==> src/common/fp_format_pkg.sv <==
// single precision values sit NaN-boxed in the low half of a 64-bit register
// unpacked exponents carry the double bias so one comparator serves both formats
package fp_format_pkg;

	typedef logic [63:0] fp_word_t;

	typedef enum logic {
		FMT_S = 1'b0,
		FMT_D = 1'b1
	} fp_fmt_t;

	// field layout
	localparam int S_EXP_W    = 8;
	localparam int S_MAN_W    = 23;
	localparam int S_SIGN_POS = 31;
	localparam int D_EXP_W    = 11;
	localparam int D_MAN_W    = 52;
	localparam int D_SIGN_POS = 63;
	localparam int BOX_LSB    = 32;	// bits 63:32 must be ones for a valid single

	localparam logic [D_EXP_W-1:0] D_EXP_ONES = 11'h7ff;

	// canonical quiet NaNs, single already boxed
	localparam fp_word_t CANON_NAN_S = 64'hffff_ffff_7fc0_0000;
	localparam fp_word_t CANON_NAN_D = 64'h7ff8_0000_0000_0000;

	// FCLASS bit positions
	localparam int CLS_NEG_INF  = 0;
	localparam int CLS_NEG_NORM = 1;
	localparam int CLS_NEG_SUB  = 2;
	localparam int CLS_NEG_ZERO = 3;
	localparam int CLS_POS_ZERO = 4;
	localparam int CLS_POS_SUB  = 5;
	localparam int CLS_POS_NORM = 6;
	localparam int CLS_POS_INF  = 7;
	localparam int CLS_SNAN     = 8;
	localparam int CLS_QNAN     = 9;

	localparam int CLS_W = 10;

	typedef logic [CLS_W-1:0] fp_class_t;	// one-hot, FCLASS order

	// decoded operand
	// man is left-aligned, so single fractions fill the top 23 bits
	typedef struct packed {
		logic               sign;
		logic [D_EXP_W-1:0] exp;
		logic [D_MAN_W-1:0] man;
		fp_class_t          cls;
	} fp_unpacked_t;

endpackage
==> src/common/fpu_ctrl_pkg.sv <==
// command and result encodings of the single-cycle FP ops
// op numbers match the full FPU decode so the other engines can share it
package fpu_ctrl_pkg;

	import fp_format_pkg::*;

	localparam int TAG_W_DEFAULT = 5;	// destination register tag

	typedef logic [63:0] xlen_word_t;

	typedef enum logic [3:0] {
		OP_SGN    = 4'd5,
		OP_MINMAX = 4'd6,
		OP_CMP    = 4'd12,
		OP_CLASS  = 4'd13,
		OP_MV     = 4'd14
	} fpu_op_t;

	// sub field, taken from the rm bits of the instruction
	localparam logic [2:0] SUB_SGNJ  = 3'd0;
	localparam logic [2:0] SUB_SGNJN = 3'd1;
	localparam logic [2:0] SUB_SGNJX = 3'd2;
	localparam logic [2:0] SUB_MIN   = 3'd0;
	localparam logic [2:0] SUB_MAX   = 3'd1;
	localparam logic [2:0] SUB_LE    = 3'd0;
	localparam logic [2:0] SUB_LT    = 3'd1;
	localparam logic [2:0] SUB_EQ    = 3'd2;

	typedef struct packed {
		fpu_op_t                  op;
		fp_fmt_t                  fmt;
		logic [2:0]               sub;
		logic                     from_int;	// FMV.W/D.X when set
		logic [TAG_W_DEFAULT-1:0] rd;
	} fpu_cmd_t;

	// fflags order
	typedef struct packed {
		logic nv;
		logic dz;
		logic of;
		logic uf;
		logic nx;
	} fp_flags_t;

	typedef struct packed {
		logic                     valid;
		fp_word_t                 value;
		logic [TAG_W_DEFAULT-1:0] rd;
		logic                     writes_fp;	// FP file, else integer file
		fp_flags_t                flags;
	} fpu_result_t;

endpackage

==> src/fpu_misc_unit.sv <==
// two-stage pipe: issue register, then write-back register, result 2 edges after issue
// no back-pressure, one op per clock, rd width is fixed by the package structs
`timescale 1ns/1ps

module fpu_misc_unit import fp_format_pkg::*, fpu_ctrl_pkg::*; #(
	parameter int TAG_W = TAG_W_DEFAULT
) (
	input  logic        clk,
	input  logic        rst_n,
	input  logic        enable,
	input  fpu_cmd_t    cmd,
	input  fp_word_t    fr1,
	input  fp_word_t    fr2,
	input  xlen_word_t  ir1,
	output fpu_result_t result
);

	// structs carry the default tag width
	if (TAG_W != TAG_W_DEFAULT) begin : g_tag_check
		$error("fpu_misc_unit: TAG_W must equal TAG_W_DEFAULT");
	end

	logic       iss_valid;
	fpu_cmd_t   iss_cmd;
	fp_word_t   iss_fr1;
	fp_word_t   iss_fr2;
	xlen_word_t iss_ir1;

	fp_unpacked_t opnd_a;
	fp_unpacked_t opnd_b;
	fp_word_t     cmp_value;
	fp_flags_t    cmp_flags;
	fp_word_t     sc_value;
	fp_word_t     wb_value;
	fp_flags_t    wb_flags;
	logic         wb_writes_fp;

	always_ff @(posedge clk) begin
		if (!rst_n) begin
			iss_valid <= 1'b0;
		end else begin
			iss_valid <= enable;
		end
		if (enable) begin	// payload held while idle
			iss_cmd <= cmd;
			iss_fr1 <= fr1;
			iss_fr2 <= fr2;
			iss_ir1 <= ir1;
		end
	end

	fp_unpack fp_unpack_a_inst (
		.value (iss_fr1),
		.fmt   (iss_cmd.fmt),
		.opnd  (opnd_a)
	);

	fp_unpack fp_unpack_b_inst (
		.value (iss_fr2),
		.fmt   (iss_cmd.fmt),
		.opnd  (opnd_b)
	);

	fp_compare fp_compare_inst (
		.a         (opnd_a),
		.b         (opnd_b),
		.raw_a     (iss_fr1),
		.raw_b     (iss_fr2),
		.fmt       (iss_cmd.fmt),
		.sub       (iss_cmd.sub),
		.is_minmax (iss_cmd.op == OP_MINMAX),
		.value     (cmp_value),
		.flags     (cmp_flags)
	);

	fp_sign_class fp_sign_class_inst (
		.a        (opnd_a),
		.raw_a    (iss_fr1),
		.raw_b    (iss_fr2),
		.int_in   (iss_ir1),
		.fmt      (iss_cmd.fmt),
		.sub      (iss_cmd.sub),
		.op       (iss_cmd.op),
		.from_int (iss_cmd.from_int),
		.value    (sc_value)
	);

	always_comb begin
		wb_value = sc_value;
		wb_flags = '0;	// only compare and min/max raise nv
		wb_writes_fp = 1'b0;
		case (iss_cmd.op)
			OP_SGN: begin
				wb_writes_fp = 1'b1;
			end
			OP_MINMAX: begin
				wb_value = cmp_value;
				wb_flags = cmp_flags;
				wb_writes_fp = 1'b1;
			end
			OP_CMP: begin
				wb_value = cmp_value;
				wb_flags = cmp_flags;
			end
			OP_MV: wb_writes_fp = iss_cmd.from_int;
			OP_CLASS: wb_writes_fp = 1'b0;	// mask goes to the integer file
			default: wb_value = '0;
		endcase
	end

	always_ff @(posedge clk) begin
		if (!rst_n) begin
			result.valid <= 1'b0;
		end else begin
			result.valid <= iss_valid;
		end
		result.value <= wb_value;
		result.rd <= iss_cmd.rd;
		result.writes_fp <= wb_writes_fp;
		result.flags <= wb_flags;
	end

	a_op_kept: assert property (@(posedge clk) disable iff (!rst_n)
		enable |-> cmd.op inside {OP_SGN, OP_MINMAX, OP_CMP, OP_CLASS, OP_MV})
		else $error("fpu_misc_unit: issued op is not handled by this unit");

	// every single written to the FP file leaves boxed, whichever module made it
	a_s_boxed: assert property (@(posedge clk) disable iff (!rst_n)
		iss_valid && (iss_cmd.fmt == FMT_S) && wb_writes_fp |-> &wb_value[D_SIGN_POS:BOX_LSB])
		else $error("fpu_misc_unit: single result for the FP file is not NaN-boxed");

endmodule

==> src/fpu_misc/fp_sign_class.sv <==
// combinational sign injection, FCLASS and register moves, no flags raised
// sign injection takes raw bits as they are, an unboxed single is not canonicalised
`timescale 1ns/1ps

module fp_sign_class import fp_format_pkg::*, fpu_ctrl_pkg::*; (
	input  fp_unpacked_t a,
	input  fp_word_t     raw_a,
	input  fp_word_t     raw_b,
	input  xlen_word_t   int_in,
	input  fp_fmt_t      fmt,
	input  logic [2:0]   sub,
	input  fpu_op_t      op,
	input  logic         from_int,
	output fp_word_t     value
);

	logic     sign_a;
	logic     sign_b;
	logic     sign_new;
	fp_word_t sgn_value;
	fp_word_t mv_value;

	assign sign_a = (fmt == FMT_D) ? raw_a[D_SIGN_POS] : raw_a[S_SIGN_POS];
	assign sign_b = (fmt == FMT_D) ? raw_b[D_SIGN_POS] : raw_b[S_SIGN_POS];

	always_comb begin
		case (sub)
			SUB_SGNJN: sign_new = ~sign_b;
			SUB_SGNJX: sign_new = sign_a ^ sign_b;
			default:   sign_new = sign_b;	// FSGNJ
		endcase
	end

	// magnitude always from raw_a, singles come out boxed
	assign sgn_value = (fmt == FMT_D) ? {sign_new, raw_a[D_SIGN_POS-1:0]} :
		{{(D_SIGN_POS+1-BOX_LSB){1'b1}}, sign_new, raw_a[S_SIGN_POS-1:0]};

	always_comb begin
		if (from_int) begin
			if (fmt == FMT_D)
				mv_value = int_in;
			else
				mv_value = {{(D_SIGN_POS+1-BOX_LSB){1'b1}}, int_in[S_SIGN_POS:0]};
		end else begin
			if (fmt == FMT_D)
				mv_value = raw_a;
			else	// FMV.X.W sign-extends to xlen
				mv_value = {{(D_SIGN_POS+1-BOX_LSB){raw_a[S_SIGN_POS]}}, raw_a[S_SIGN_POS:0]};
		end
	end

	always_comb begin
		case (op)
			OP_SGN:   value = sgn_value;
			OP_CLASS: value = {{(D_SIGN_POS+1-CLS_W){1'b0}}, a.cls};
			OP_MV:    value = mv_value;
			default:  value = '0;
		endcase
	end

endmodule

==> src/fpu_misc/fp_compare.sv <==
// combinational FLE/FLT/FEQ and FMIN/FMAX on two unpacked operands of one format
// both operands must come from the same fmt, mixed formats are not ordered
`timescale 1ns/1ps

module fp_compare import fp_format_pkg::*, fpu_ctrl_pkg::*; (
	input  fp_unpacked_t a,
	input  fp_unpacked_t b,
	input  fp_word_t     raw_a,
	input  fp_word_t     raw_b,
	input  fp_fmt_t      fmt,
	input  logic [2:0]   sub,
	input  logic         is_minmax,
	output fp_word_t     value,
	output fp_flags_t    flags
);

	logic     nan_a;
	logic     nan_b;
	logic     snan_any;
	logic     zero_a;
	logic     zero_b;
	logic     both_zero;
	logic [D_EXP_W+D_MAN_W-1:0] mag_a;
	logic [D_EXP_W+D_MAN_W-1:0] mag_b;
	logic     eq;
	logic     lt;	// a < b
	logic     cmp_bit;
	logic     a_first;	// a is the smaller one for min/max
	fp_word_t canon_nan;

	assign nan_a    = a.cls[CLS_SNAN] | a.cls[CLS_QNAN];
	assign nan_b    = b.cls[CLS_SNAN] | b.cls[CLS_QNAN];
	assign snan_any = a.cls[CLS_SNAN] | b.cls[CLS_SNAN];
	assign zero_a   = a.cls[CLS_NEG_ZERO] | a.cls[CLS_POS_ZERO];
	assign zero_b   = b.cls[CLS_NEG_ZERO] | b.cls[CLS_POS_ZERO];

	assign canon_nan = (fmt == FMT_D) ? CANON_NAN_D : CANON_NAN_S;

	// ordering is meaningless when a NaN is present, callers mask it
	assign both_zero = zero_a && zero_b;
	assign mag_a = {a.exp, a.man};
	assign mag_b = {b.exp, b.man};

	assign eq = both_zero || ((a.sign == b.sign) && (mag_a == mag_b));	// +0 == -0

	// infinities have the largest exponent, so they land at the ends here
	assign lt = !both_zero && ((a.sign != b.sign) ? a.sign :
		(a.sign ? (mag_b < mag_a) : (mag_a < mag_b)));

	always_comb begin
		case (sub)
			SUB_LE:  cmp_bit = eq | lt;
			SUB_LT:  cmp_bit = lt;
			SUB_EQ:  cmp_bit = eq;
			default: cmp_bit = 1'b0;
		endcase
		if (nan_a || nan_b)
			cmp_bit = 1'b0;	// unordered
	end

	// equal zeros fall back on a's sign, which puts -0 below +0
	assign a_first = eq ? a.sign : lt;

	always_comb begin
		flags = '0;
		if (is_minmax) begin
			flags.nv = snan_any;
			case ({nan_a, nan_b})
				2'b11:   value = canon_nan;
				2'b10:   value = raw_b;
				2'b01:   value = raw_a;
				default: value = (a_first ^ (sub == SUB_MAX)) ? raw_a : raw_b;
			endcase
		end else begin
			// FEQ is quiet, FLT and FLE signal on any NaN
			flags.nv = (sub == SUB_EQ) ? snan_any : (nan_a | nan_b);
			value = {{D_SIGN_POS{1'b0}}, cmp_bit};
		end
	end

	a_eq_lt_excl: assert final ($isunknown({a, b}) || !(eq && lt))
		else $error("fp_compare: operands ordered as both equal and less-than");

endmodule

==> src/fpu_misc/fp_unpack.sv <==
// purely combinational operand decode
// a single whose upper half is not all ones is treated as a quiet NaN
`timescale 1ns/1ps

module fp_unpack import fp_format_pkg::*; (
	input  fp_word_t     value,
	input  fp_fmt_t      fmt,
	output fp_unpacked_t opnd
);

	logic               boxed;
	logic               sign;
	logic [S_EXP_W-1:0] s_exp;
	logic [D_EXP_W-1:0] exp_w;
	logic [D_MAN_W-1:0] man_w;
	logic               exp_zero;
	logic               exp_ones;
	logic               man_zero;
	logic               is_nan;
	fp_class_t          cls;

	assign boxed = (fmt == FMT_D) || (&value[D_SIGN_POS:BOX_LSB]);
	assign s_exp = value[S_SIGN_POS-1 -: S_EXP_W];

	always_comb begin
		if (fmt == FMT_S) begin
			sign = value[S_SIGN_POS];
			// rebias 127 -> 1023, keeps the order of single exponents
			exp_w = {s_exp[S_EXP_W-1], {(D_EXP_W-S_EXP_W){~s_exp[S_EXP_W-1]}},
				s_exp[S_EXP_W-2:0]};
			man_w = {value[S_MAN_W-1:0], {(D_MAN_W-S_MAN_W){1'b0}}};
			exp_zero = (s_exp == '0);
			exp_ones = &s_exp;
		end else begin
			sign = value[D_SIGN_POS];
			exp_w = value[D_SIGN_POS-1 -: D_EXP_W];
			man_w = value[D_MAN_W-1:0];
			exp_zero = (exp_w == '0);
			exp_ones = (exp_w == D_EXP_ONES);
		end
		man_zero = (man_w == '0);
	end

	assign is_nan = exp_ones && !man_zero;

	// each class bit decoded on its own
	always_comb begin
		cls[CLS_QNAN]     = !boxed || (is_nan && man_w[D_MAN_W-1]);	// quiet bit is fraction msb
		cls[CLS_SNAN]     = boxed && is_nan && !man_w[D_MAN_W-1];
		cls[CLS_NEG_INF]  = boxed && exp_ones && man_zero && sign;
		cls[CLS_POS_INF]  = boxed && exp_ones && man_zero && !sign;
		cls[CLS_NEG_ZERO] = boxed && exp_zero && man_zero && sign;
		cls[CLS_POS_ZERO] = boxed && exp_zero && man_zero && !sign;
		cls[CLS_NEG_SUB]  = boxed && exp_zero && !man_zero && sign;
		cls[CLS_POS_SUB]  = boxed && exp_zero && !man_zero && !sign;
		cls[CLS_NEG_NORM] = boxed && !exp_zero && !exp_ones && sign;
		cls[CLS_POS_NORM] = boxed && !exp_zero && !exp_ones && !sign;
	end

	assign opnd = {sign, exp_w, man_w, cls};

	// operands are X until the first issue
	a_cls_onehot: assert final ($isunknown({value, fmt}) || $onehot(opnd.cls))
		else $error("fp_unpack: class of a known operand is not one-hot");

endmodule

==> config.mk <==
export PLATFORM = sky130hd
export DESIGN_NAME = fpu_misc_unit
export DESIGN_NICKNAME = d
export VERILOG_FILES = /design/src/common/fp_format_pkg.sv /design/src/common/fpu_ctrl_pkg.sv /design/src/fpu_misc_unit.sv /design/src/fpu_misc/fp_sign_class.sv /design/src/fpu_misc/fp_compare.sv /design/src/fpu_misc/fp_unpack.sv
export SDC_FILE = /design/constraint.sdc
export NUM_CORES = 1
export LEC_CHECK = 0
export BUFFER_PORTS_ARGS = -buffer_cell sky130_fd_sc_hd__buf_4
export CORE_UTILIZATION = 50
export DETAILED_ROUTE_END_ITERATION = 8
export GPL_TIMING_DRIVEN = 0
export PLACE_DENSITY = 0.76
export SLEW_MARGIN = 20
export SYNTH_ARGS = -nofsm -noshare
export SYNTH_HDL_FRONTEND = slang
export SYNTH_HIERARCHICAL = 1
export SYNTH_SLANG_ARGS = --single-unit
==> constraint.sdc <==
create_clock -name clk -period 4.45 [get_ports clk]
set_input_delay 0.2225 -clock clk [delete_from_list [all_inputs] [get_ports clk]]
set_output_delay 0.2225 -clock clk [all_outputs]
set_load 0.05 [all_outputs]
==> impl_metrics.ini <==
[setup_path]
timing.rr.start = iss_cmd[9]
critPathLaunchType = register
crit_type = reg -> reg
critical_path.max_fanout = 10
crit_required_ns = 4.89
critPathMaxStageDelay_ns = 0.49
crit_family = simple AND/OR/NAND/NOR gates
crit_buf_inv = 6
endpoint_kind = register
reg2reg_to = result[56]
cp_cell_sequence = buf_6 -> buf_12 -> buf_8 -> mux2_2 -> ha_1 -> nand4_1 -> buf_4 -> nor4_4 -> nand4_1 -> and2_4 -> o211ai_1 -> nand3_4 -> buf_12 -> buf_6 -> o221a_4 -> a221o_1 -> and3_4
crit_slowest_cell = edfxtp_1
regToRegSetupSlack_ns = -0.009
cp.arrival_ns = 4.90
worstRegToRegCells = 17

[routing]
drtPass1Iterations = 8
initialDrtViolationCount = 1936
drc_errors = 1
drtAntennaViolNets = 0
finalWirelength_um = 63800
via_count = 15100
avgRoutedWirePerCell_um = 26.5
via_per_inst = 6.28

[cts]
htree_levels = 1
clock-sinks = 283
cts-root-buf = clkbuf_16
cts_buffers = 28
clock_path_buffers = 3
clk_latency_ns = 0.57
cts_tree = done
clk_pin_slew_ns = 0.06

[run]
maxCapViolCount = 0

[power]
peakVddDrop_v = 0.000344
p_leak_nw = 9.18
p_total_mw = 7.61
p_per_area_nw_per_um2 = 337

[timing]
finalCritPeriodShare_pct = 100
relSlewSlack_pct = 44.9
max_freq_mhz = 224
worst_slew_pin_slew_ns = 0.827
finalSetupTns_ns = -0.0137
slew_violations = 0
rsz0062_at_grt = true
finalWorstSetupSlack_ns = -0.00877
hold_viol = 0
fin_crit_ns = 4.46
setup_violations = 2
clock_skew_ns = 0.0250

[finish]
layout_common_cells = buf_4, dlygate4sd3_1, edfxtp_1, inv_1, a221o_1
antenna-diode-count = 0
fin_cells = 2408
layout.cells.most_common = buf_4
drive_above_1_share_pct = 30.4
register_area_um2 = 7730
nNetsFinal = 2262
multiInputGateArea_um2 = 7320
area_growth_pct = 44.4
fill_cells = 2040

[die]
pin_count = 285
die_area_um2 = 32000
rows = 64
die_h_um = 179
die_w_um = 179
core-area_um2 = 30700
initial_core_util_pct = 50.9

[status]
status = finished, violations left
violations = design-rule violations, negative setup slack

[synth]
yosys_warnings = 6
avgSynthCellArea_um2 = 11.0
mappedNetlistArea_um2 = 15600
synthCells = 1416

[placement]
dpl.hpwl_um = 42700
gp_congestion = 0.990
dp_cells = 2101
portBuffers = 284

[global_route]
grt_max_degree = 109
grt_pass1_vias = 14600
antenna_found_initial = 0
grtUsageTotal_pct = 38.1
grt_overflow = 0
grt_pass1_wl_um = 88900

[worst_hold_path]
min_path_cells = 2
hp-class = in -> reg
hold_end = iss_fr2[25]
hp-start = enable
==> timing repair <==
| item | 4_1_cts | 5_1_grt |
|---|---|---|
| setup endpoints to repair | 64 | 63 |
| gates cloned | 2 | 9 |
| pin swaps | 17 | 64 |
| resized for setup | 64 | 100 |
| hold buffers | 207 | 0 |
| endpoints found under the hold margin | 208 | 0 |
| buffers inserted | 16 | 25 |
==> report_power, final <==
part	internal, mW	switching [mW]
Clock	1.18	1.03
Combinational	0.962	1.09
Sequential	3.06	0.287
==> worst reg2reg max path, cell delays in order, from the launching register on <==
cell and delay, ns:
edfxtp_1 0.49, buf_6 0.18, buf_12 0.16, buf_8 0.16, mux2_2 0.36, ha_1 0.33, nand4_1 0.18, buf_4 0.19
nor4_4 0.36, nand4_1 0.25, and2_4 0.23, o211ai_1 0.24, nand3_4 0.13, buf_12 0.18, buf_6 0.14, o221a_4 0.28
a221o_1 0.31, and3_4 0.18
==> registers in the layout, summed over array words and instances, names as in the netlist <==
signal,cells
result,76
iss_fr1,64
iss_fr2,64
iss_ir1,64
iss_cmd,14
iss_valid,1
==> worst max path at each step <==
stage                from         end  slack, ns  cells after the start
2_1_floorplan  iss_cmd[9]  result[56]       0.23                     17
3_3_place_gp   iss_cmd[9]  result[45]      -1.31                     16
3_5_place_dp   iss_cmd[9]  result[41]      -1.29                     17
4_1_cts        iss_cmd[9]  result[56]      0.004                     17
5_1_grt        iss_cmd[9]  result[56]      -0.06                     18
6_report       iss_cmd[9]  result[56]     -0.009                     17
==> through the flow <==
step | setup WS (ns) | hold slack, ns | cell area, µm² | utilization, %
finish | -0.00877 | 0.245 | 22600 | 73.5
global route | -0.0561 | 0.260 | 22600 | 73.5
CTS | 0.00436 | 0.248 | 21600 | 70.6
detailed placement | -1.29 | 0.327 | 18300 | 59.7
global placement | -1.31 | 0.326 | 18300 | 59.5
floorplan | 0.230 | 0.321 | 15600 | -
==> layout make-up <==
| class | instances | share of cell area (%) |
|---|---|---|
| inverter | 143 | 2.39 |
| timing repair buffer | 543 | 21.5 |
| tap | 396 | 2.20 |
| clock inverter | 15 | 0.383 |
| sequential | 283 | 34.3 |
| buffer | 103 | 3.51 |
| multi-input combinational | 888 | 32.4 |
| clock buffer | 37 | 3.30 |
==> routing by layer <==
layer  share of wire [%]  track usage [%]  vias to the layer above  wire [µm]
li1                    -                -                     6585          -
met1                  37             47.9                     7205      23900
met2                  46             63.0                     1098      29700
met3                  10             6.74                      244       6550
met4                 5.8             18.8                        0       3690
met5                   0                0                        -          0
Note: power is estimated with default switching activity, not from simulation.
